File: config.mk
export PLATFORM = sky130hd
export DESIGN_NAME = periph_regs
export DESIGN_NICKNAME = d
export VERILOG_FILES = /design/src/source/bus_pkg.sv /design/src/source/mem_map_pkg.sv /design/src/source/periph_regs.sv
export SDC_FILE = /design/constraint.sdc
export NUM_CORES = 1
export LEC_CHECK = 0
export BUFFER_PORTS_ARGS = -buffer_cell sky130_fd_sc_hd__buf_2
export CORE_MARGIN = 2
export CORE_UTILIZATION = 44
export CTS_CLUSTER_SIZE = 12
export DETAILED_ROUTE_END_ITERATION = 6
export PLACE_DENSITY = 0.87
export SYNTH_ARGS = -nofsm -noshare
export SYNTH_HDL_FRONTEND = slang
export SYNTH_SLANG_ARGS = --single-unit
File: constraint.sdc
create_clock -name clk_i -period 5.9 [get_ports clk_i]
set_clock_uncertainty 0.15 [all_clocks]
set_input_delay 0.59 -clock clk_i [delete_from_list [all_inputs] [get_ports clk_i]]
set_output_delay 0.59 -clock clk_i [all_outputs]
set_load 0.02 [all_outputs]
File: src/source/bus_pkg.sv
`default_nettype none

package bus_pkg;

    // data path widths
    localparam int word_w_c     = 32;
    localparam int be_w_c       = word_w_c / 8;
    localparam int ram_addr_w_c = 16;

    // number of 32-bit words in the shared RAM
    localparam int ram_depth_c  = 2 ** (ram_addr_w_c - 2);

    typedef logic [word_w_c-1:0]     word_t;
    typedef logic [31:0]             addr_t;
    typedef logic [ram_addr_w_c-1:0] ram_addr_t;
    typedef logic [be_w_c-1:0]       be_t;

    // source of the read data for the response in flight
    typedef enum logic [1:0] {
        RAM,
        PERIPH,
        ERR
    } rsel_e;

    // data port response tracking
    typedef enum logic [1:0] {
        IDLE,
        PERIPH_VALID,
        WAIT_RAM_GNT,
        WAIT_RAM_VALID
    } data_state_e;

endpackage

`default_nettype wire

File: src/source/mem_map_pkg.sv
`default_nettype none

package mem_map_pkg;

    // pseudo peripheral addresses on the data port
    localparam logic [31:0] print_addr_c      = 32'h1000_0000;
    localparam logic [31:0] timer_mask_addr_c = 32'h1500_0000;
    localparam logic [31:0] timer_cnt_addr_c  = 32'h1500_0004;
    localparam logic [31:0] status_addr_c     = 32'h2000_0000;
    localparam logic [31:0] exit_addr_c       = 32'h2000_0004;

    // values written to the status register
    localparam logic [31:0] pass_value_c = 32'd123456789;
    localparam logic [31:0] fail_value_c = 32'd1;

    // mask bit position and acknowledge id of the timer interrupt
    localparam int unsigned timer_irq_id_c = 7;

    // returned for reads that hit nothing
    localparam logic [31:0] err_rdata_c = 32'hbadc_0ffe;

endpackage

`default_nettype wire

File: src/source/periph_regs.sv
`default_nettype none
`timescale 1ns/1ps

module periph_regs
    import bus_pkg::*;
    import mem_map_pkg::*;
(
    input  logic       clk_i,
    input  logic       rst_ni,

    // granted writes from the decoder
    input  logic       per_wr_i,
    input  addr_t      per_addr_i,
    input  word_t      per_wdata_i,

    // interrupt acknowledge from the core
    input  logic [5:0] irq_id_i,
    input  logic       irq_ack_i,

    output logic       print_valid_o,
    output logic [7:0] print_char_o,
    output logic       tests_passed_o,
    output logic       tests_failed_o,
    output logic       exit_valid_o,
    output word_t      exit_value_o,
    output logic       irq_timer_o
);

    logic  wr_print;
    logic  wr_status;
    logic  wr_exit;
    logic  wr_mask;
    logic  wr_cnt;

    logic  timer_mask_q;
    word_t timer_cnt_q;
    logic  irq_timer_q;
    logic  timer_expire;
    logic  timer_ack;

    // register selects
    assign wr_print  = per_wr_i && (per_addr_i == print_addr_c);
    assign wr_status = per_wr_i && (per_addr_i == status_addr_c);
    assign wr_exit   = per_wr_i && (per_addr_i == exit_addr_c);
    assign wr_mask   = per_wr_i && (per_addr_i == timer_mask_addr_c);
    assign wr_cnt    = per_wr_i && (per_addr_i == timer_cnt_addr_c);

    // single cycle pulses in the cycle of the write
    assign print_valid_o  = wr_print;
    assign print_char_o   = per_wdata_i[7:0];
    assign tests_passed_o = wr_status && (per_wdata_i == pass_value_c);
    assign tests_failed_o = wr_status && (per_wdata_i == fail_value_c);
    assign exit_valid_o   = wr_exit;
    assign exit_value_o   = wr_exit ? per_wdata_i : '0;

    // count reaches zero on this edge, unless a new count lands now
    assign timer_expire = (timer_cnt_q == 32'd1) && !wr_cnt;
    assign timer_ack    = irq_ack_i && (irq_id_i == 6'(timer_irq_id_c));

    always_ff @(posedge clk_i or negedge rst_ni) begin
        if (!rst_ni) begin
            timer_mask_q <= 1'b0;
            timer_cnt_q  <= '0;
            irq_timer_q  <= 1'b0;
        end else begin
            // only the timer bit of the mask matters here
            if (wr_mask) begin
                timer_mask_q <= per_wdata_i[timer_irq_id_c];
            end

            if (wr_cnt) begin
                timer_cnt_q <= per_wdata_i;
            end else if (timer_cnt_q != '0) begin
                timer_cnt_q <= timer_cnt_q - 32'd1;
            end

            // an acknowledge wins over a new expiry in the same cycle
            if (timer_ack) begin
                irq_timer_q <= 1'b0;
            end else if (timer_expire && timer_mask_q) begin
                irq_timer_q <= 1'b1;
            end
        end
    end

    assign irq_timer_o = irq_timer_q;

endmodule

`default_nettype wire

Word-level counts from Yosys, hierarchy flattened
Index checks and enable logic that the tools add are counted.
Widths: inputs -> output; s select.

word-level totals
  register bits = 34
  input bits = 74

operators by class
  add/subtract/negate cells = 1
  equality and inequality tests = 9
  muxes and demuxes = 5
  reduce and logical (&&, ||, !) cells = 14

operator list
  cell                   number
  $eq 32x29->1 const B   3
  $mux 32                3
  $eq 32x1->1 const B    2
  $eq 32x30->1 const B   2
  $eq 32x27->1 const B   1
  $reduce_bool 32->1     1
  $sub 32x1->32 const B  1
  $logic_and 1x1->1      10
  $eq 6x3->1 const B     1
  $reduce_bool 2->1      2
  $mux 1                 2
  $logic_not 1->1        1

Longest topological paths before layout
  word-level depth = 7
  gate-level depth with buffers = 9
  mapped depth without buffers = 8

Worst setup path before layout
Ideal clock, no wire load.

  path type = input to output
  from = in per_addr_i[17]
  to = out tests_passed_o
  data arrival time = 2,953 ps
  data required time = 5,160 ps
  setup slack = 2,207 ps
  stages = 6
  buffers on the path = 0
  cells stage by stage = nor4_2 -> nand3_1 -> or3_1 -> or4_1 -> or3_1 -> nor4_1

between the ends
  longest elaborated chain between the ends = 3

RTL lines
  element            line               text
  from (decl)        periph_regs.sv:13  input addr_t per_addr_i,
  $eq 32x30->1       periph_regs.sv:43  assign wr_status = per_wr_i && (per_addr_i == status_addr_c);
  $logic_and 1x1->1  periph_regs.sv:43
  $logic_and 1x1->1  periph_regs.sv:51  assign tests_passed_o = wr_status && (per_wdata_i == pass_value_c);
  to (decl)          periph_regs.sv:22  output logic tests_passed_o,

Every way passes these cells.

Worst setup path in the final report
  from = in per_addr_i[21]
  to = out exit_value_o[2]

between the ends
  longest elaborated chain between the ends = 3

RTL lines
  element            line               text
  $eq 32x30->1       periph_regs.sv:44  assign wr_exit = per_wr_i && (per_addr_i == exit_addr_c);
  $logic_and 1x1->1  periph_regs.sv:44
  $mux 32            periph_regs.sv:54  assign exit_value_o = wr_exit ? per_wdata_i : '0;
  to (decl)          periph_regs.sv:25  output word_t exit_value_o,

Every way passes these cells.

==> reports/metrics.yaml <==
run_status:
  status: "finished, final reports clean"
power:
  ir_drop_mv: 0.0861
  leakagePower_nw: 1.35
  powerDensity_nw_per_um2: 144
detailed_routing:
  drtIter0Drc: 248
  viasPerCell: 5.85
  via_count: 2809
  drt-total-wl_um: 7630
  drtPass1Iterations: 5
  ant_nets: 0
  drc: 0
  wl_per_cell_um: 15.9
worst_setup_path:
  cp.arrival_ps: 3280
  path_cells: "buf_2, nor4b_2, nand3_1, or3_1, or4_1, nor2_2, and2_1, buf_2"
  path_max_fanout: 33
  critPathKind: "input pin to primary output"
  worstSetupEndpointType: "primary output"
  slowest_delay_ps: 780
  startpoint_type: "input pin"
  cpMostUsedCell: "buf_2"
  critPathRequiredTime_ps: 5160
  slowest_stage: "nor2_2"
cells_and_area:
  finalNetCount: 483
  syn_to_final_growth_pct: 26.4
  layout_commonest_cell: "buf_2"
  drive_gt1_share_pct: 36.3
  fillers: 482
  final_cell_mix: "buf_2 (118), dfrtp_1 (34), and2_1 (32)"
  n_antenna_cell: 0
timing:
  final-max-slew-violation-count: 0
  setup_violations: 0
  maxSlewHeadroom_pct: 33.0
  fin_hold_ws_ps: 219
  fmax_mhz: 249
  fin_ws_ps: 1880
  setup_tns_ps: 0
  period_share_pct: 68.1
  hold_viol_final: 0
  tightest_slew_ps: 1000
  rsz0062_at_grt: "no"
  fin_crit_ps: 4020
floorplanning:
  start_util_pct: 46.0
  fp.dieH_um: 80.1
  core_region_area_um2: 5540
  io_pins: 119
  die_w_um: 80.1
  die_area_um2: 6420
  fp-row-count: 27
grt:
  grt_antenna_before_repair: 0
  grt_max_degree: 35
  first_global_vias: 2646
  track_usage_pct: 24.4
  grt_pass1_wl_um: 12000
  overflow: 0
synth:
  ys_async_sr_fraction_pct: 100
  syn_area_per_cell_um2: 8.47
  synth_cell_type_count: 48
  synth_cells: 301
  ys_warn_count: 0
  syn_nets: 377
  synth-seq-area-share_pct: 33.4
  synth-main-ff-cell: "dfrtp_1"
  syn_area_um2: 2550
  synth_edf_count: 0
  synth.ff_latch_count: 34
flow_run:
  drv_cap: 0
place:
  port_buffers: 118
  pre_cts_ws_ps: 1860
  gp_congestion: 0.873
  hpwl_um: 5900
clock_tree:
  max-clock-path-buffers: 2
  clkLatencyLatePin_ps: 290
  post_cts_resized: 0
  numCtsBuffers: 5
  clock-sinks: 34
  cts_tree: "yes"
  htree_levels: 2
  cts-root-buf: "clkbuf_8"
  ctsHoldBuffers: 0
  post_cts.repair.setup_buffers: 0
  clk_pin_slew_ps: 80
hold_path:
  hold_class: "input pin to asynchronous set/reset pin"
==> path summary, 6_finish.rpt <==
| path | start | end | slack [ps] | cells after the start |
|---|---|---|---|---|
| setup / recovery | per_addr_i[21] | exit_value_o[2] | 1880 | 8 |
| hold / removal | rst_ni | timer_cnt_q[16] | 220 | 1 |
| hold reg to reg | timer_mask_q | timer_mask_q | 360 | 1 |
| setup reg to reg | timer_cnt_q[20] | timer_cnt_q[6] | 2770 | 6 |
| min in group clk_i | timer_mask_q | timer_mask_q | 360 | 1 |
| max in group asynchronous | rst_ni | irq_timer_o | 4890 | 1 |
==> cell families (layout without fill, tap and decap cells) <==
family | Yosys count | after routing | synth area share (%)
multiplexers | 2 | 2 | 0.834
AND/OR/NAND/NOR | 169 | 169 | 40.4
XOR/XNOR | 17 | 17 | 5.84
adder cells (fa/ha/maj) | 2 | 2 | 0.981
flip-flops | 34 | 34 | 33.4
buffers and inverters | 23 | 130 | 5.00
AO/OA/AOI/OAI | 54 | 54 | 13.6
==> through the flow <==
step | power [mW] | util [%] | cells | instance area [µm²]
finish | 0.465 | 58.2 | 480 | 3220
global route | 0.484 | 58.2 | 480 | 3220
CTS | 0.469 | 58.2 | 480 | 3220
global placement | 0.289 | 56.5 | 472 | 3130
detailed placement | 0.289 | 56.5 | 472 | 3130
floorplan | 0.251 | - | 301 | 2550
==> layout make-up <==
type                            instances  area [µm²]  area share, %
Multi-Input combinational cell        244        1580           49.1
Clock buffer                            7        86.3           2.68
Tap cell                               72        90.1           2.79
Inverter                                3        11.3          0.349
Sequential cell                        34         851           26.4
Clock inverter                          1        5.00          0.155
Timing Repair Buffer                  119         598           18.5
==> power breakdown <==
part | switching (mW) | internal, mW
logic | 0.0293 | 0.0225
clock network | 0.0858 | 0.0941
registers | 0.000000777 | 0.233
==> flip-flops by register name (all words and copies together), names as in the netlist <==
signal and flops:
irq_timer_o 1, timer_mask_q 1, timer_cnt_q 32
==> routing by layer <==
layer / global-route usage (%) / wire length [µm]
met2: 42.3 / 3860
met1: 28.4 / 2970
met3: 5.39 / 623
met4: 11.5 / 178
met5: 0 / 0
==> worst max-delay path: cells and delay by family <==
| kind | cells | cell delay (ps) |
|---|---|---|
| and+or+nand+nor | 6 | 2410 |
| buffers and inverters | 2 | 270 |
==> Yosys cell counts (8+ instances only) <==
cell,number,share of area (%)
dfrtp_1,34,33
and2_1,32,7.9
nand2_1,27,4.0
nor2_1,23,3.4
nor3_1,17,3.3
xnor2_1,17,5.8
nor4_1,12,2.9
o21ai_0,12,2.4
or4_1,12,3.5
buf_4,8,2.4
clkbuf_1,8,1.2
Note: power is estimated with default switching activity, not from simulation.
