--- src/source/bus_pkg.sv ---
`default_nettype none

package bus_pkg;

    // data path widths
    localparam int word_w_c     = 32;
    localparam int be_w_c       = word_w_c / 8;
    localparam int ram_addr_w_c = 16;

    // number of 32-bit words in the shared RAM
    localparam int ram_depth_c  = 2 ** (ram_addr_w_c - 2);

    typedef logic [word_w_c-1:0]     word_t;
    typedef logic [31:0]             addr_t;
    typedef logic [ram_addr_w_c-1:0] ram_addr_t;
    typedef logic [be_w_c-1:0]       be_t;

    // source of the read data for the response in flight
    typedef enum logic [1:0] {
        RAM,
        PERIPH,
        ERR
    } rsel_e;

    // data port response tracking
    typedef enum logic [1:0] {
        IDLE,
        PERIPH_VALID,
        WAIT_RAM_GNT,
        WAIT_RAM_VALID
    } data_state_e;

endpackage

`default_nettype wire

--- src/source/ram_arbiter.sv ---
`default_nettype none
`timescale 1ns/1ps

module ram_arbiter
    import bus_pkg::*;
(
    input  logic      clk_i,
    input  logic      rst_ni,

    // fetch side, read only
    input  logic      instr_req_i,
    input  ram_addr_t instr_addr_i,
    output logic      instr_gnt_o,
    output logic      instr_rvalid_o,
    output word_t     instr_rdata_o,

    // data side
    input  logic      data_req_i,
    input  logic      data_we_i,
    input  be_t       data_be_i,
    input  ram_addr_t data_addr_i,
    input  word_t     data_wdata_i,
    output logic      data_gnt_o,
    output logic      data_rvalid_o,
    output word_t     data_rdata_o,

    // RAM side
    output logic      mem_en_o,
    output logic      mem_we_o,
    output be_t       mem_be_o,
    output ram_addr_t mem_addr_o,
    output word_t     mem_wdata_o,
    input  word_t     mem_rdata_i
);

    logic data_rvalid_q;
    logic instr_rvalid_q;

    // data has fixed priority, a colliding fetch simply waits
    assign data_gnt_o  = data_req_i;
    assign instr_gnt_o = instr_req_i & ~data_req_i;

    // drive the RAM from whichever side won this cycle
    assign mem_en_o    = data_req_i | instr_req_i;
    assign mem_we_o    = data_req_i & data_we_i;
    assign mem_addr_o  = data_req_i ? data_addr_i : instr_addr_i;
    assign mem_wdata_o = data_wdata_i;

    // fetches always read the full word
    assign mem_be_o    = data_req_i ? data_be_i : '1;

    // remember the winner so the response goes back to the right port
    always_ff @(posedge clk_i or negedge rst_ni) begin
        if (!rst_ni) begin
            data_rvalid_q  <= 1'b0;
            instr_rvalid_q <= 1'b0;
        end else begin
            data_rvalid_q  <= data_gnt_o;
            instr_rvalid_q <= instr_gnt_o;
        end
    end

    assign data_rvalid_o  = data_rvalid_q;
    assign instr_rvalid_o = instr_rvalid_q;

    // both ports see the RAM word, rvalid tells who owns it
    assign data_rdata_o   = mem_rdata_i;
    assign instr_rdata_o  = mem_rdata_i;

endmodule

`default_nettype wire

--- config.mk ---
export PLATFORM = sky130hd
export DESIGN_NAME = ram_arbiter
export DESIGN_NICKNAME = d
export VERILOG_FILES = /design/src/source/bus_pkg.sv /design/src/source/ram_arbiter.sv
export SDC_FILE = /design/constraint.sdc
export NUM_CORES = 1
export LEC_CHECK = 0
export ABC_CLOCK_PERIOD_IN_PS = 1100
export BUFFER_PORTS_ARGS = -buffer_cell sky130_fd_sc_hd__buf_2
export CAP_MARGIN = 0
export CELL_PAD_IN_SITES_DETAIL_PLACEMENT = 0
export CELL_PAD_IN_SITES_GLOBAL_PLACEMENT = 1
export CORE_MARGIN = 1
export CORE_UTILIZATION = 13
export CTS_CLUSTER_DIAMETER = 150
export CTS_CLUSTER_SIZE = 10
export DETAILED_ROUTE_END_ITERATION = 16
export MAX_ROUTING_LAYER = met4
export PLACE_DENSITY_LB_ADDON = 0.1
export SLEW_MARGIN = 20
export SYNTH_ARGS = -nofsm -noshare
export SYNTH_HDL_FRONTEND = slang
export SYNTH_SLANG_ARGS = --single-unit
--- constraint.sdc ---
create_clock -name clk_i -period 1.1 [get_ports clk_i]
set_input_delay 0.275 -clock clk_i [delete_from_list [all_inputs] [get_ports clk_i]]
set_output_delay 0.275 -clock clk_i [all_outputs]
set_load 0.02 [all_outputs]
# After elaboration in Yosys (flattened, before gate mapping)
# Index checks and enable logic that the tools add are counted.
[totals]
register_bits = 2
latch_bits = 0
ram_bits = 0
mem_bits_ro = 0
word_cells = 8
mem_count = 0
[classes]
n_addsub = 0
multipliers = 0
div = 0
n_lt_le_gt_ge = 0
eq_ne = 0
shifts = 0
muxes = 2
n_bitwise = 4
reduce_logical = 0
[op_table]
columns = ["cell", "n"]
rows = [
  ["$mux W16", 1],
  ["$mux W4", 1],
  ["$and A1 B1 Y1", 2],
  ["$not A1 Y1", 1],
  ["$or A1 B1 Y1", 1],
]

# Longest topological paths before layout
# Gate-level depths: netlist of run 1.
[logic_depth]
ltp_word = 2
depth_mapped = 2
depth_no_buf = 1

# Worst setup path before layout of run 1
# No wires, ideal clock.
[synth_path]
kind = "in2out"
startpoint = "in data_req_i"
endpoint = "out mem_addr_o[10]"
t_arrival_ps = 779
path_slack_ps = 46
path_stages = 2
path_cell_list = "buf_6 -> mux2_2"
[synth_via]
elab_chain_len = 1
[synth_lines]
columns = ["element", "line_no", "source"]
rows = [
  ["start: declaration", "ram_arbiter.sv:18", "input logic data_req_i,"],
  ["$mux W16", "ram_arbiter.sv:46", "assign mem_addr_o = data_req_i ? data_addr_i : instr_addr_i;"],
  ["end: declaration", "ram_arbiter.sv:31", "output ram_addr_t mem_addr_o,"],
]
# No other way between the ends.

# Worst setup path after layout of run 1
[layout_path]
startpoint = "in data_req_i"
endpoint = "out mem_en_o"
[layout_via]
elab_chain_len = 1
[layout_lines]
columns = ["element", "line_no", "source"]
rows = [
  ["$or A1 B1 Y1", "ram_arbiter.sv:44", "assign mem_en_o = data_req_i | instr_req_i;"],
  ["end: declaration", "ram_arbiter.sv:28", "output logic mem_en_o,"],
]
# No other way between the ends.

==> impl_results.md, run 1 <==
- Top-area cell type share of the netlist area: 0.700
- Syn Area/Cell: 8.39 um^2
- Root Driver: clkbuf_8
- Wirelength per Cell: 12.1 um
- HP Class: input port to flip-flop
- Final hold vios: 0
- Fin area: 1110 um^2
- Layout net count: 209
- Clock sink total: 2
- Startpoint Class: input port
- WP data required: 0.82 ns
- Ant diodes: 0
- Multi-input logic area: 304 um^2
- Layout cells sized above 1: 0.951
- Violated checks: setup timing
- Status: complete, but fails checks
- H-tree levels: 1
- Grt total ovfl: 0
- Net Count, Synth: 229
- Critical Path Sink Type: output pin
- Clock share of power: 0.341
- Max-cap viol count: 0
- Drt first pass iters: 3
- Cts bufs inserted: 3
- # DRC: 0
- Headroom to the max-slew limit: 0.918
- Period Utilization, post-route: 1.14
- Sw frac: 0.293
- Number of vias in the routed layout: 616
- Setup violations, final: 21
- Hold path startpoint: instr_req_i
- Row cnt: 32
- Unique masters post-synth: 9
- Area growth syn-to-layout: 6.74%
- WHS Endpoint: instr_rvalid_o$_DFF_PN0_
- Tightest Pin Transition: 0.123 ns
- I/O pins: 227
- All-Layer GR Usage: 0.0564
- Dpl cells: 197
- Vias per cell: 3.02
- Sequential power share: 0.095
- Worst setup path class: input port to output pin
- Combinational power share: 0.564
- Max Clk Rate: 794 MHz
- Sequential element share of the synthesized area: 0.0481
- Final Slew Violations: 0
- Reg area: 50.0 um^2
- DRT Wirelength: 2.46 mm
- Worst-path clk slew: 0.02 ns
- FF+latch count, synth: 2
- Number of global-route vias before repair: 652
- Gate Count Post-Synth: 124
- Hold path depth: 2
- Clock Tree Buf Depth: 2
- Critical Path AT: 0.98 ns
- DP Area: 790 um^2
- Final GP Congestion: 0.666
- Core area: 7730 um^2
- Crit-path max FO: 8
- IO buf count: 66
- Fin cells: 204
- PnR worst setup slack: -0.159 ns
- RSZ-0062 raised after global routing: yes
- Post-route total power: 0.831 mW
- Initial core utilization: 0.135
- DR iter-0 viols: 7
- # fillers: 868
- YS warnings: 0
- Minimum clock period: 1.26 ns
- Synth area leaders: buf_4 (70%), mux2_2 (13%), mux2_4 (5.8%)
- Pin count of the biggest net entering global routing: 9
- PD cells: 749 nW/um^2
- Largest area contributor in the netlist: buf_4
- Pre-CTS WS: -0.332 ns
- First-pass GRT wire length: 3.48 mm
- CTS tree: done
- Post-detailed-route count of antenna-violating nets: 0
- Die ar.: 8360 um^2
- Antenna violations before repair: 0
- Net Sw Power: 0.244 mW
- HPWL Detailed: 1.91 mm
- Internal power: 0.587 mW
- Chip width: 91.4 um
- Pleak: 0.570 nW
- Die height: 91.4 um
- Worst VDD drop: 0.276 mV
- Netlist Area Pre-Place: 1040 um^2
[power groups by stage]
| stage | Combinational, mW | Sequential [mW] | Clock, mW |
|---|---|---|---|
| global route | 0.494 | 0.0788 | 0.306 |
| detailed placement | 0.323 | 0.0796 | 0 |
| floorplan | 0.683 | 0.0846 | 0 |
| global placement | 0.330 | 0.0798 | 0 |
| finish | 0.469 | 0.0788 | 0.283 |
| CTS | 0.462 | 0.0789 | 0.293 |
[synthesized netlist by cell type]
cell type  count
buf_6          2
nand2b_1       4
or2_2          1
buf_4         97
mux2_4         4
dfrtp_1        2
and2_1         1
nor2b_1        1
mux2_2        12
[worst max-delay path, stage by stage]
cell,delay (ns)
buf_12,0.11
buf_8,0.13
buf_6,0.11
or2_4,0.22
buf_6,0.13
[cells by family after synthesis]
kind of cell,synth area share
simple gates,0.0421
mux,0.188
flops,0.0481
buf+inv,0.722
[flip-flops by register name (all words and copies together) (netlist names)]
register and flops:
data_rvalid_o 1, instr_rvalid_o 1
[metrics by stage]
step           TNS (ns)  utilization  hold WS (ns)
2_1_floorplan         0            -       -0.0206
3_3_place_gp      -4.22        0.102        0.0607
3_5_place_dp      -4.16        0.102        0.0622
4_1_cts           -2.64        0.140         0.359
5_1_grt           -3.06        0.144         0.382
6_report          -2.71        0.144         0.376
[metal layers]
layer	routed length, um	track usage	vias up
met5	0	-	-
met4	112	0.0503	0
met3	453	0.0377	26
met2	1110	0.0808	84
met1	789	0.0505	260
li1	-	-	246
[cells in the final DEF, fill, tap and decap left out, types with 2 or more instances in the layout]
cell type  instances
buf_2             44
dfrtp_1            2
clkbuf_8           3
mux2_4            14
buf_4              2
mux2_2             2
buf_6             23
nand2b_4           3
buf_12             2
[final cells by class]
cell class	count	area share
multi-input combinational	23	0.274
sequential	2	0.0451
clock buffer	3	0.0372
timing repair buffer	74	0.529
tap	102	0.115
[how the worst max path moves through the flow]
| stage | from | to | slack [ns] |
|---|---|---|---|
| 2_1_floorplan | data_req_i | mem_addr_o[10] | 0.05 |
| 3_3_place_gp | data_req_i | mem_en_o | -0.34 |
| 3_5_place_dp | data_req_i | mem_en_o | -0.33 |
| 4_1_cts | data_req_i | mem_en_o | -0.16 |
| 5_1_grt | data_req_i | mem_en_o | -0.17 |
| 6_report | data_req_i | mem_en_o | -0.16 |
[repair_timing]
action | 4_1_cts | 5_1_grt
setup endpoints to repair | 22 | 21
cloned | 1 | 0
hold buffers | 1 | 0
hold endpoints to repair | 2 | 0
setup buffers | 1 | 1
gates resized for setup | 62 | 4
pin swaps | 1 | 0
Note: power is estimated with default switching activity, not from simulation.
==> inputs of run 2 (changes only) <==
--- a/config.mk
+++ b/config.mk
@@ -16,7 +16,7 @@
 export CTS_CLUSTER_SIZE = 10
 export DETAILED_ROUTE_END_ITERATION = 16
 export MAX_ROUTING_LAYER = met4
-export PLACE_DENSITY_LB_ADDON = 0.1
+export PLACE_DENSITY_LB_ADDON = 0.3
 export SLEW_MARGIN = 20
 export SYNTH_ARGS = -nofsm -noshare
 export SYNTH_HDL_FRONTEND = slang
==> impl_results.md, run 2 (synthesized netlist as in run 1, its figures left out) <==
- Status: complete, but fails checks
- Violated checks: setup timing
- Critical path, cell by cell: buf_12, buf_12, mux2_4, buf_6
- Cts bufs inserted: 3 (unchanged)
- Number of global-route vias before repair: 582 (-11%)
- PD cells: 727 nW/um^2 (-2.9%)
- Clock Tree Buf Depth: 2 (unchanged)
- I/O pins: 227 (unchanged)
- HP Class: input port to async pin
- All-Layer GR Usage: 0.0427 (-0.0137)
- Hold Slack: 0.393 ns (+0.0170 ns)
- Root Driver: clkbuf_8
- Critical path endpoint: mem_addr_o[7]
- Antenna violations before repair: 0 (unchanged)
- Commonest non-fill, non-tap cell in the layout: buf_2
- Layout net count: 211 (+0.96%)
- Core area: 7730 um^2 (unchanged)
- Worst-path clk slew: 0.03 ns (about the same)
- Most common cell type on the critical path: buf_12
- CP max stage cell: mux2_4
- Period Utilization, post-route: 1.14 (-0.00887)
- WP data required: 0.82 ns (about the same)
- Crit path from: data_req_i
- Layout cells sized above 1: 0.971 (+0.0202)
- Multi-input logic area: 315 um^2 (+3.7%)
- Max Clk Rate: 800 MHz (+0.78%)
- Pleak: 0.606 nW (+6.3%)
- DRT Wirelength: 2.06 mm (-16%)
- Reg area: 50.0 um^2 (unchanged)
- Commonest cells after routing, fill and taps aside: buf_2 (41), buf_6 (26), mux2_4 (13), nand2b_4 (4)
- Row cnt: 32 (unchanged)
- CTS tree: done
- Clock sink total: 2 (unchanged)
- Final hold vios: 0 (unchanged)
- Critical Path AT: 0.97 ns (about the same)
- # fillers: 859 (-1.0%)
- Final TNS setup: -2.44 ns (+0.263 ns)
- Number of vias in the routed layout: 594 (-3.6%)
- Drt first pass iters: 3 (unchanged)
- Die height: 91.4 um (unchanged)
- Area growth syn-to-layout: 14.2%
- Max-cap viol count: 0 (unchanged)
- Pin count of the biggest net entering global routing: 7 (-2)
- # DRC: 0 (unchanged)
- Minimum clock period: 1.25 ns (-0.00976 ns)
- Wirelength per Cell: 10.0 um (-17%)
- Chip width: 91.4 um (unchanged)
- Headroom to the max-slew limit: 0.927 (+0.00882)
- CP peak stage delay: 0.30 ns (+0.08 ns)
- Critical Path Sink Type: output pin
- Post-detailed-route count of antenna-violating nets: 0 (unchanged)
- PnR worst setup slack: -0.149 ns (+0.00976 ns)
- Fin area: 1190 um^2 (+7.0%)
- DP Area: 810 um^2 (+2.5%)
- Final core occ: 0.154 (+0.0100)
- Final GP Congestion: 0.593 (-11%)
- Post-route total power: 0.864 mW (+3.9%)
- Die ar.: 8360 um^2 (unchanged)
- Grt total ovfl: 0 (unchanged)
- Worst VDD drop: 0.163 mV (-41%)
- H-tree levels: 1 (unchanged)
- Initial core utilization: 0.135 (unchanged)
- Setup violations, final: 21 (unchanged)
- Final Slew Violations: 0 (unchanged)
- Ant diodes: 0 (unchanged)
- Startpoint Class: input port
- Worst setup path class: input port to output pin
- RSZ-0062 raised after global routing: yes
- First-pass GRT wire length: 2.74 mm (-21%)
- IO buf count: 66 (unchanged)
- DR iter-0 viols: 3 (-4)
- Vias per cell: 2.88 (-4.5%)
- Tightest Pin Transition: 0.111 ns (-0.0119 ns)
- Crit-path max FO: 6 (-2)
==> run 2: cell count changes in the layout (fill, tap and decap cells not counted), sizes merged <==
| cell | previous run | this run |
|---|---|---|
| buf | 73 | 75 |
==> run 2: power by group <==
group          total, mW  leakage (nW)  switching (mW)  internal (mW)
clock              0.285        0.0216          0.0536          0.231
combinational      0.501         0.560           0.196          0.305
sequential        0.0785        0.0245        0.000631         0.0779
==> run 2: how the worst min path moves through the flow <==
stage | from | slack [ns] | depth (start not counted) | to
2_1_floorplan | rst_ni | -0.02 | 0 | data_rvalid_o$_DFF_PN0_
3_3_place_gp | rst_ni | 0.07 | 1 | instr_rvalid_o$_DFF_PN0_
3_5_place_dp | rst_ni | 0.07 | 1 | instr_rvalid_o$_DFF_PN0_
4_1_cts | rst_ni | 0.38 | 2 | instr_rvalid_o$_DFF_PN0_
5_1_grt | rst_ni | 0.39 | 2 | instr_rvalid_o$_DFF_PN0_
6_report | rst_ni | 0.39 | 2 | instr_rvalid_o$_DFF_PN0_
==> run 2: timing repair <==
item | in CTS | in global routing
setup buffers | 2 | 0
hold buffers | 1 | 0
hold endpoints to repair | 2 | 0
gates cloned | 2 | 0
gates resized for setup | 72 | 3
endpoints found under the setup margin | 23 | 23
pin swaps | 1 | 0
==> run 2: cell type report <==
class,instances,area share
sequential,2,0.0421
tap,102,0.107
multi-input combinational,23,0.266
timing repair buffer,76,0.550
clock buffer,3,0.0348
==> run 2: layer usage <==
metal | track usage | vias to the layer above | part of all wire
met5 | - | - | 0
met4 | 0.0410 | 0 | 0.047
met3 | 0.0184 | 26 | 0.15
met2 | 0.0658 | 54 | 0.49
met1 | 0.0395 | 262 | 0.31
li1 | - | 252 | -
==> run 2: worst max-delay path, delay by kind of cell <==
kind | cells | cell delay [ns]
buffers and inverters | 3 | 0.39
multiplexers | 1 | 0.30
==> run 2: per-stage QoR <==
step | setup WS (ns) | std cells
2_1_floorplan | 0.0459 | 124
3_3_place_gp | -0.228 | 198
6_report | -0.149 | 206
3_5_place_dp | -0.238 | 198
5_1_grt | -0.159 | 206
4_1_cts | -0.151 | 206
