## src/source/bus_pkg.sv

```systemverilog
`default_nettype none

package bus_pkg;

    // data path widths
    localparam int word_w_c     = 32;
    localparam int be_w_c       = word_w_c / 8;
    localparam int ram_addr_w_c = 16;

    // number of 32-bit words in the shared RAM
    localparam int ram_depth_c  = 2 ** (ram_addr_w_c - 2);

    typedef logic [word_w_c-1:0]     word_t;
    typedef logic [31:0]             addr_t;
    typedef logic [ram_addr_w_c-1:0] ram_addr_t;
    typedef logic [be_w_c-1:0]       be_t;

    // source of the read data for the response in flight
    typedef enum logic [1:0] {
        RAM,
        PERIPH,
        ERR
    } rsel_e;

    // data port response tracking
    typedef enum logic [1:0] {
        IDLE,
        PERIPH_VALID,
        WAIT_RAM_GNT,
        WAIT_RAM_VALID
    } data_state_e;

endpackage

`default_nettype wire

```

## src/source/mem_map_pkg.sv

```systemverilog
`default_nettype none

package mem_map_pkg;

    // pseudo peripheral addresses on the data port
    localparam logic [31:0] print_addr_c      = 32'h1000_0000;
    localparam logic [31:0] timer_mask_addr_c = 32'h1500_0000;
    localparam logic [31:0] timer_cnt_addr_c  = 32'h1500_0004;
    localparam logic [31:0] status_addr_c     = 32'h2000_0000;
    localparam logic [31:0] exit_addr_c       = 32'h2000_0004;

    // values written to the status register
    localparam logic [31:0] pass_value_c = 32'd123456789;
    localparam logic [31:0] fail_value_c = 32'd1;

    // mask bit position and acknowledge id of the timer interrupt
    localparam int unsigned timer_irq_id_c = 7;

    // returned for reads that hit nothing
    localparam logic [31:0] err_rdata_c = 32'hbadc_0ffe;

endpackage

`default_nettype wire

```

## src/source/data_decoder.sv

```systemverilog
`default_nettype none
`timescale 1ns/1ps

module data_decoder
    import bus_pkg::*;
    import mem_map_pkg::*;
(
    input  logic      clk_i,
    input  logic      rst_ni,

    // core data port
    input  logic      data_req_i,
    input  logic      data_we_i,
    input  addr_t     data_addr_i,
    input  be_t       data_be_i,
    input  word_t     data_wdata_i,
    output logic      data_gnt_o,
    output logic      data_rvalid_o,
    output word_t     data_rdata_o,

    // towards the arbiter
    output logic      ram_req_o,
    output logic      ram_we_o,
    output be_t       ram_be_o,
    output ram_addr_t ram_addr_o,
    output word_t     ram_wdata_o,
    input  logic      ram_gnt_i,
    input  logic      ram_rvalid_i,
    input  word_t     ram_rdata_i,

    // granted peripheral writes
    output logic      per_wr_o,
    output addr_t     per_addr_o,
    output word_t     per_wdata_o
);

    data_state_e state_d, state_q;
    rsel_e       rsel_d, rsel_q;

    logic is_ram;
    logic is_per_wr;
    logic issue_ok;

    // anything below the RAM size goes to the RAM
    assign is_ram = (data_addr_i[31:ram_addr_w_c] == '0);

    // peripherals are write only, reads from them count as unmapped
    assign is_per_wr = data_we_i &&
                       (data_addr_i == print_addr_c      ||
                        data_addr_i == status_addr_c     ||
                        data_addr_i == exit_addr_c       ||
                        data_addr_i == timer_mask_addr_c ||
                        data_addr_i == timer_cnt_addr_c);

    always_comb begin
        if (is_ram) begin
            rsel_d = RAM;
        end else if (!data_we_i) begin
            rsel_d = ERR;
        end else begin
            // peripheral and unmapped writes answer with zero
            rsel_d = PERIPH;
        end
    end

    // a new request may only go out once the previous RAM word is back
    assign issue_ok = (state_q != WAIT_RAM_VALID) || ram_rvalid_i;

    assign ram_req_o   = data_req_i & is_ram & issue_ok;
    assign ram_we_o    = data_we_i;
    assign ram_be_o    = data_be_i;
    assign ram_addr_o  = data_addr_i[ram_addr_w_c-1:0];
    assign ram_wdata_o = data_wdata_i;

    assign per_wr_o    = data_req_i & is_per_wr & issue_ok;
    assign per_addr_o  = data_addr_i;
    assign per_wdata_o = data_wdata_i;

    always_comb begin
        state_d       = state_q;
        data_gnt_o    = 1'b0;
        data_rvalid_o = 1'b0;

        unique case (state_q)
            PERIPH_VALID:   data_rvalid_o = 1'b1;
            WAIT_RAM_VALID: data_rvalid_o = ram_rvalid_i;
            default: ;
        endcase

        if (issue_ok) begin
            if (data_req_i) begin
                if (is_ram) begin
                    data_gnt_o = ram_gnt_i;
                    state_d    = ram_gnt_i ? WAIT_RAM_VALID : WAIT_RAM_GNT;
                end else begin
                    // peripheral or unmapped, answered by the decoder itself
                    data_gnt_o = 1'b1;
                    state_d    = PERIPH_VALID;
                end
            end else begin
                state_d = IDLE;
            end
        end
    end

    always_ff @(posedge clk_i or negedge rst_ni) begin
        if (!rst_ni) begin
            state_q <= IDLE;
            rsel_q  <= RAM;
        end else begin
            state_q <= state_d;
            if (data_gnt_o) begin
                rsel_q <= rsel_d;
            end
        end
    end

    // response data follows the source latched at grant time
    always_comb begin
        unique case (rsel_q)
            RAM:     data_rdata_o = ram_rdata_i;
            ERR:     data_rdata_o = err_rdata_c;
            default: data_rdata_o = '0;
        endcase
    end

endmodule

`default_nettype wire

```

## config.mk

```make
export PLATFORM = sky130hd
export DESIGN_NAME = data_decoder
export DESIGN_NICKNAME = d
export VERILOG_FILES = /design/src/source/bus_pkg.sv /design/src/source/mem_map_pkg.sv /design/src/source/data_decoder.sv
export SDC_FILE = /design/constraint.sdc
export NUM_CORES = 1
export LEC_CHECK = 0
export BUFFER_PORTS_ARGS = -buffer_cell sky130_fd_sc_hd__buf_4
export CAP_MARGIN = 20
export CORE_AREA = 2 2 99 101
export CTS_CLUSTER_DIAMETER = 50
export DETAILED_ROUTE_END_ITERATION = 6
export DIE_AREA = 0 0 101 103
export SLEW_MARGIN = 20
export SYNTH_ARGS = -nofsm -noshare
export SYNTH_HDL_FRONTEND = slang
export SYNTH_SLANG_ARGS = --single-unit
```

## constraint.sdc

```tcl
create_clock -name clk_i -period 2.2 [get_ports clk_i]
set_input_delay 0.44 -clock clk_i [delete_from_list [all_inputs] [get_ports clk_i]]
set_output_delay 0.44 -clock clk_i [all_outputs]
set_load 0.05 [all_outputs]
```

=== Word level (Yosys, flattened, before mapping) ===
Index checks and enable logic that the tools add are counted.

* Logic and storage cells: 33
* Bits in registers: 4
* Bits of input ports: 106

* Equal/unequal tests: 9
* Bitwise operators: 4
* Reductions and logical operators: 8
* Muxes and demuxes: 10

{| class="wikitable"
|+ Operators with widths
! cell !! number
|-
| $eq A32 B29 Y1 const B || 3
|-
| $eq A32 B30 Y1 const B || 2
|-
| $pmux W32 S2 || 1
|-
| $logic_not A16 Y1 || 1
|-
| $mux W2 || 4
|-
| $logic_or A1 B1 Y1 || 5
|-
| $and A1 B1 Y1 || 4
|-
| $eq A2 B2 Y1 const B || 2
|-
| $mux W1 || 4
|-
| $eq A2 B1 Y1 const B || 1
|-
| $logic_not A2 Y1 || 1
|-
| $ne A2 B2 Y1 const B || 1
|-
| $pmux W1 S2 || 1
|-
| $logic_and A1 B1 Y1 || 1
|}

=== Longest topological paths before layout ===
Gate-level depths: netlist of run 1.

* Depth in word-level cells: 8
* Depth in mapped cells: 4

=== Worst setup path after synthesis of run 1 ===
OpenSTA, ideal clock, no wires.

* Path type: input port to output port
* Start point: in data_addr_i[3]
* End point: out per_wr_o
* Path slack: -406 ps
* Stages: 4
* Required time: 1760 ps
* Arrival time: 2166 ps
* Cells stage by stage: or4_4 nor4_2 o2111ai_1 nor4_2

* Word-level cells in the longest chain between the ends: 8
* Elaborated cells between the ends (all ways): 12
* Classes of those cells: eq/ne (5); bitwise (2); reduce/logical (5)

{| class="wikitable"
|+ Ends and longest elaborated chain
! item !! line !! source
|-
| from (decl) || data_decoder.sv:14 || <nowiki>input addr_t data_addr_i,</nowiki>
|-
| $eq A32 B29 Y1 or $eq A32 B30 Y1 (tied branches) || data_decoder.sv:49, data_decoder.sv:50 ||
|-
| $logic_or A1 B1 Y1 || data_decoder.sv:49 || <nowiki>(data_addr_i == print_addr_c ||</nowiki>
|-
| $logic_or A1 B1 Y1 || data_decoder.sv:50 || <nowiki>data_addr_i == status_addr_c ||</nowiki>
|-
| $logic_or A1 B1 Y1 || data_decoder.sv:51 || <nowiki>data_addr_i == exit_addr_c ||</nowiki>
|-
| $logic_or A1 B1 Y1 (*) || data_decoder.sv:52 || <nowiki>data_addr_i == timer_mask_addr_c ||</nowiki>
|-
| $logic_and A1 B1 Y1 (*) || data_decoder.sv:48 || <nowiki>assign is_per_wr = data_we_i &&</nowiki>
|-
| $and A1 B1 Y1 (*) (2 in a row) || data_decoder.sv:75 || <nowiki>assign per_wr_o = data_req_i & is_per_wr & issue_ok;</nowiki>
|-
| to (decl) || data_decoder.sv:32 || <nowiki>output logic per_wr_o,</nowiki>
|}

Mark *: on every way between the ends. The rest lies on a longest branch, timed or not.

=== Final worst setup path of run 1 ===
Ends and elaborated chain as after synthesis.

==> flow_summary.yaml, run 1 <==
outcome:
  status: "completed"
synthesis:
  ys_seq_area_share_pct: 6.867
  ys_async_sr_fraction_pct: 100.0
  syn_inst: 215
  synth-simple-area-share_pct: 25.75
  synth_top_area_share_pct: 60.26
  ys_types: 23
  netlist.top_cell.by_area: "buf_4"
  synth_compound_area_share_pct: 4.378
  synthesis.nets: 321
  synth_seq_cells: 4
  yosysWarnings: 0
  synth.most_common_cell: "buf_4"
  synth_commonest_cells: "117 x buf_4, 47 x nor2_1, 12 x and2_1, 5 x clkbuf_1, 5 x nor4_1"
  synth.area.top_cells: "buf_4 60%, nor2_1 12%, dfrtp_1 6.9%"
  synth_edf_count: 0
  synth_area_um2: 1458
  synth.area.mux_share_pct: 0.6867
  avgSynthCellArea_um2: 6.780
  synth_top_family_by_area: "buffers and inverters"
  synth_adder_area_share_pct: 0
  synth_flop_cell: "dfrtp_1"
  synth_xor_area_share_pct: 0
sta:
  post-route-period-util_pct: 99.40
  tightestPinTransition_ns: 0.5264
  finalSetupViolCount: 0
  skew_ns: 0.001467
  drv_slew: 0
  slew_headroom_pct: 64.78
  max_freq_ghz: 0.4573
  final_hold_viol_count: 0
  whs_ns: 0.01377
  min_period_ns: 2.187
  rsz0062_at_grt: "true"
cts:
  clock_latency_ns: 0.21
  numCtsBuffers: 3
  cts-htree-levels: 1
  holdBufCountCts: 0
  cts_sinks: 4
  cts_tree: "built"
  clkTransAtPathRegs_ns: 0.03
  root_buffer: "clkbuf_8"
  clockBufferDepth: 2
die:
  core_um2: 9459
  io_pins: 259
  start_util_pct: 15.41
  row_count: 36
  fp.dieArea_um2: 10400
  die_height_um: 103
  die_w_um: 101
global_routing:
  grt_pass1_wl_mm: 6.410
  grt_overflow_total: 0
  grt_pass1_vias: 1238
  antenna_found_initial: 0
  grt_max_degree: 23
  grt_usage_pct: 8.078
place:
  io_buffers: 154
  place_congestion: 0.7239
  dp_hpwl_mm: 4.509
  dp_cells: 371
drt:
  drt-total-wl_mm: 5.090
  drc: 0
  detail_route.wl_per_cell_um: 13.54
  drt_pass1_iterations: 4
  viasPerCell: 3.769
  via_count: 1417
  ant_nets: 0
  drt_iter0_markers: 36
finish:
  area_growth_pct: 40.09
  multi_input_area_um2: 489.2
  insertedDiodeCount: 0
  fin_cells: 376
  fillers: 1043
  drive_gt1_share_pct: 67.56
  layout.nets: 370
  register_area_um2: 100.1
power:
  swShare_pct: 55.33
  combPwrFrac_pct: 76.8
  peakVddDrop_v: 0.0001150
  leakage_uw: 0.001076
  power.switching_uw: 557.3
  power.density_nw_per_um2: 493.3
  power_frac_seq_pct: 8.0
  p_clk_share_pct: 15.2
  p_int_uw: 450.0
setup_path:
  cp-start-kind: "input port"
  crit_type: "in -> out"
  required_ns: 1.76
  arrival_ns: 1.75
  crit_fanout: 2
  crit_start: "data_addr_i[3]"
  r2r-start: "state_q[1]$_DFFE_PN0P_"
  cp-end-kind: "primary output"
run:
  cap_violations: 0
hold_path:
  hp-class: "in -> async"
stage by stage:
step	instance area (µm²)	total power [µW]	util, %	TNS [ns]	setup WS, ns
after floorplan	1481	948.0	-	-0.05988	-0.05988
after global placement	1958	853.1	20.70	-0.1088	-0.08293
after detailed placement	1958	857.7	20.70	-0.1239	-0.09733
after global routing	2042	1056	21.59	-0.1578	-0.08475
after CTS	2017	1015	21.32	0	0.001756
final	2042	1007	21.59	0	0.01323
routing by layer:
| metal | GRT usage (%) | share of wire [%] |
|---|---|---|
| met5 | 0 | 0 |
| met4 | 2.703 | 1.3 |
| met3 | 2.847 | 14 |
| met2 | 17.44 | 57 |
| met1 | 6.589 | 28 |
worst paths after layout:
kind	to	slack, ns	cells past startpoint
max	per_wr_o	0.01	6
max in group asynchronous	rsel_q[1]$_DFFE_PN0P_	2.09	1
min in group clk_i	state_q[0]$_DFFE_PN0P_	0.50	3
min reg2reg	state_q[0]$_DFFE_PN0P_	0.61	2
min	state_q[1]$_DFFE_PN0P_	0.01	1
max reg2reg	rsel_q[1]$_DFFE_PN0P_	0.89	5
critical path, cell delays in order:
cell	delay (ns)
buf_6	0.09
or4_4	0.54
nor4_4	0.15
o2111ai_2	0.16
nor4_4	0.17
buf_6	0.19
cell families after synthesis:
kind of cell / after synthesis
flip-flops: 4
buffers and inverters: 125
AO/OA/AOI/OAI: 9
multiplexers: 1
AND/OR/NAND/NOR: 76
placed cells by master, fill, tap and decap left out:
cell,n
buf_4,163
nor2_1,47
and2_1,12
dfrtp_1,4
inv_1,3
nor4_2,3
nor4_1,3
nand2_1,3
clkbuf_8,3
buf_6,3
nor4_4,2
o21ai_1,2
a21boi_0,1
nand4_1,1
nand3b_1,1
nand3_1,1
mux2i_1,1
nand4b_1,1
o31a_1,1
o21ai_0,1
nor3_1,1
or4_4,1
o2111ai_2,1
o21ai_2,1
a22o_1,1
a32o_1,1
final cells by class:
cell class	count	area share (%)
Timing Repair Buffer	166	61.58
Inverter	3	0.5515
Multi-Input combinational cell	86	23.96
Sequential cell	4	4.902
Tap cell	114	6.985
Clock buffer	3	2.022
state kept, by name (all words and copies together), names as in the netlist:
signal	count
state_q	2
rsel_q	2
timing repair:
item | CTS | global route
gates cloned | 0 | 0
pin swaps | 0 | 1
resized for setup | 4 | 2
buffers inserted | 0 | 2
endpoints found under the setup margin | 3 | 2
power groups by stage:
stage               sequential (µW)  clock, µW  combinational, µW
finish                         80.3        153                774
floorplan                      82.5          0                866
detailed placement             81.2          0                776
global route                   81.0        163                811
global placement               80.9          0                772
CTS                            80.4        155                780
(Power assumes the default switching activity.)
==> inputs of run 2 (changes only) <==
--- a/config.mk
+++ b/config.mk
@@ -7,10 +7,10 @@
 export LEC_CHECK = 0
 export BUFFER_PORTS_ARGS = -buffer_cell sky130_fd_sc_hd__buf_4
 export CAP_MARGIN = 20
-export CORE_AREA = 2 2 99 101
+export CORE_AREA = 2 2 100 102
 export CTS_CLUSTER_DIAMETER = 50
 export DETAILED_ROUTE_END_ITERATION = 6
-export DIE_AREA = 0 0 101 103
+export DIE_AREA = 0 0 102 104
 export SLEW_MARGIN = 20
 export SYNTH_ARGS = -nofsm -noshare
 export SYNTH_HDL_FRONTEND = slang
==> constraint.sdc (replaced) <==
create_clock -name clk_i -period 1.9 [get_ports clk_i]
set_input_delay 0.38 -clock clk_i [delete_from_list [all_inputs] [get_ports clk_i]]
set_output_delay 0.38 -clock clk_i [all_outputs]
set_load 0.05 [all_outputs]
==> run 2 against run 1 <==
- the run now ends with negative setup slack left
- sequential power rose by 17%
- highest routed layer unchanged
- design area rose by 6.6%
- largest power group unchanged
- die area increased by 2.0%
- via count is 2.0% higher
- clock-buffer cell count stayed put
- non-clock buffer count is 7 higher
- critical endpoint unchanged
- clock skew down 0.00070 ns
- global-route usage grew 0.063 points
- worst setup slack got worse by 0.20 ns
- worst hold slack improved by 0.43 ns
- register-to-register slack got worse by 0.25 ns
- critical path depth unchanged
==> flow_summary.yaml, run 2 (synthesis gave the netlist of run 1 again) <==
place:
  dp_hpwl_mm: 4.699
  place_congestion: 0.7297
  io_buffers: 154
  place_area_um2: 2044
setup_path:
  required_ns: 1.52
  crit_fanout: 2
  reg2reg_slack_ns: 0.64
  cp-start-kind: "input port"
  crit_type: "in -> out"
  arrival_ns: 1.70
  cp-end-kind: "primary output"
sta:
  setup_slack_ns: -0.1825
  rsz0062_at_grt: "true"
  max_freq_ghz: 0.4802
  post-route-period-util_pct: 109.6
  drv_slew: 0
  tightestPinTransition_ns: 0.3493
  final_hold_viol_count: 0
  skew_ns: 0.0007695
  slew_headroom_pct: 76.50
  finalSetupViolCount: 2
  tns_ns: -0.2280
  min_period_ns: 2.082
  whs_ns: 0.4412
global_routing:
  grt_overflow_total: 0
  grt_pass1_wl_mm: 6.789
  antenna_found_initial: 0
  grt_max_degree: 23
  grt_usage_pct: 8.141
  grt_pass1_vias: 1314
finish:
  fillers: 1064
  drive_gt1_share_pct: 69.14
  final_area_um2: 2177
  final_cell_mix: "165 x buf_4, 45 x nor2_1, 12 x and2_1"
  insertedDiodeCount: 0
  layout.nets: 377
  area_growth_pct: 49.36
  top_regs: "rsel_q: 2 flops, state_q: 2 flops"
  final_common_cell: "buf_4"
  finish.utilization_pct: 22.80
die:
  fp.dieArea_um2: 10610
  io_pins: 259
  die_w_um: 102
  row_count: 36
  core_um2: 9549
  start_util_pct: 15.26
  die_height_um: 104
power:
  p_total_uw: 1191
  leakage_uw: 0.001123
  peakVddDrop_v: 0.0001533
  power.density_nw_per_um2: 547.1
cts:
  cts_sinks: 4
  clock_latency_ns: 0.21
  cts-htree-levels: 1
  root_buffer: "clkbuf_8"
  clkTransAtPathRegs_ns: 0.03
  numCtsBuffers: 3
  clockBufferDepth: 2
  cts_tree: "built"
drt:
  via_count: 1445
  drc: 0
  drt-total-wl_mm: 5.265
  detail_route.wl_per_cell_um: 13.10
  drt_iter0_markers: 21
  viasPerCell: 3.595
  drt_pass1_iterations: 6
  ant_nets: 0
outcome:
  violations: "negative setup slack"
  status: "finished, violations left"
run:
  cap_violations: 0
hold_path:
  hp-class: "in -> reg"
-- run 2: changes by cell type in the layout (fill, tap and decap cells not counted) --
cell,change
a21boi_1,+1
nor4_2,-2
buf_4,+2
buf_8,+1
nor4_4,+3
nor4_1,-1
dlygate4sd3_1,+1
nor2_2,+2
a21boi_0,-1
nor2_1,-2
buf_6,+3
-- run 2: cell type report --
type	instances	area (µm²)	area share, %
Timing Repair Buffer	173	1331	61.15
Inverter	3	11.26	0.5172
Sequential cell	4	100.1	4.598
Multi-Input combinational cell	86	526.8	24.20
Clock buffer	3	41.29	1.897
Tap cell	133	166.4	7.644
-- run 2: where the power goes --
group          switching [µW]  internal, µW  leakage (µW)
registers                2.85          90.7     0.0000500
clock network            38.9           135     0.0000216
logic                     612           312       0.00105
-- run 2: layer usage --
| layer | vias to the layer above | GRT usage (%) | routed length, µm |
|---|---|---|---|
| li1 | 674 | - | - |
| met1 | 616 | 7.195 | 1524 |
| met2 | 145 | 17.01 | 2936 |
| met3 | 10 | 2.487 | 738 |
| met4 | 0 | 1.905 | 65 |
| met5 | - | 0 | 0 |
-- run 2: worst paths after layout --
path,start,to,cells after the start
max in group asynchronous,rst_ni,rsel_q[0]$_DFFE_PN0P_,2
max,data_addr_i[3],per_wr_o,6
min reg2reg,state_q[1]$_DFFE_PN0P_,state_q[0]$_DFFE_PN0P_,2
min in group asynchronous,rst_ni,state_q[1]$_DFFE_PN0P_,2
min,ram_gnt_i,state_q[0]$_DFFE_PN0P_,3
max reg2reg,state_q[1]$_DFFE_PN0P_,rsel_q[1]$_DFFE_PN0P_,5
-- run 2: metrics by stage --
stage,setup slack (ns),instances
finish,-0.1825,402
global route,-0.2830,402
CTS,-0.1939,402
detailed placement,-0.2661,398
global placement,-0.2617,398
floorplan,-0.2399,215
-- run 2: critical path: stages --
cell and delay, ns:
buf_6 0.09, or4_4 0.54, nor4_4 0.15, o2111ai_2 0.17
nor4_4 0.17, buf_6 0.19
-- run 2: what timing repair did --
item	CTS	global route
hold buffers	1	0
endpoints found under the hold margin	4	0
pin swaps	0	3
setup endpoints to repair	3	12
resized for setup	5	11
buffers inserted	0	0
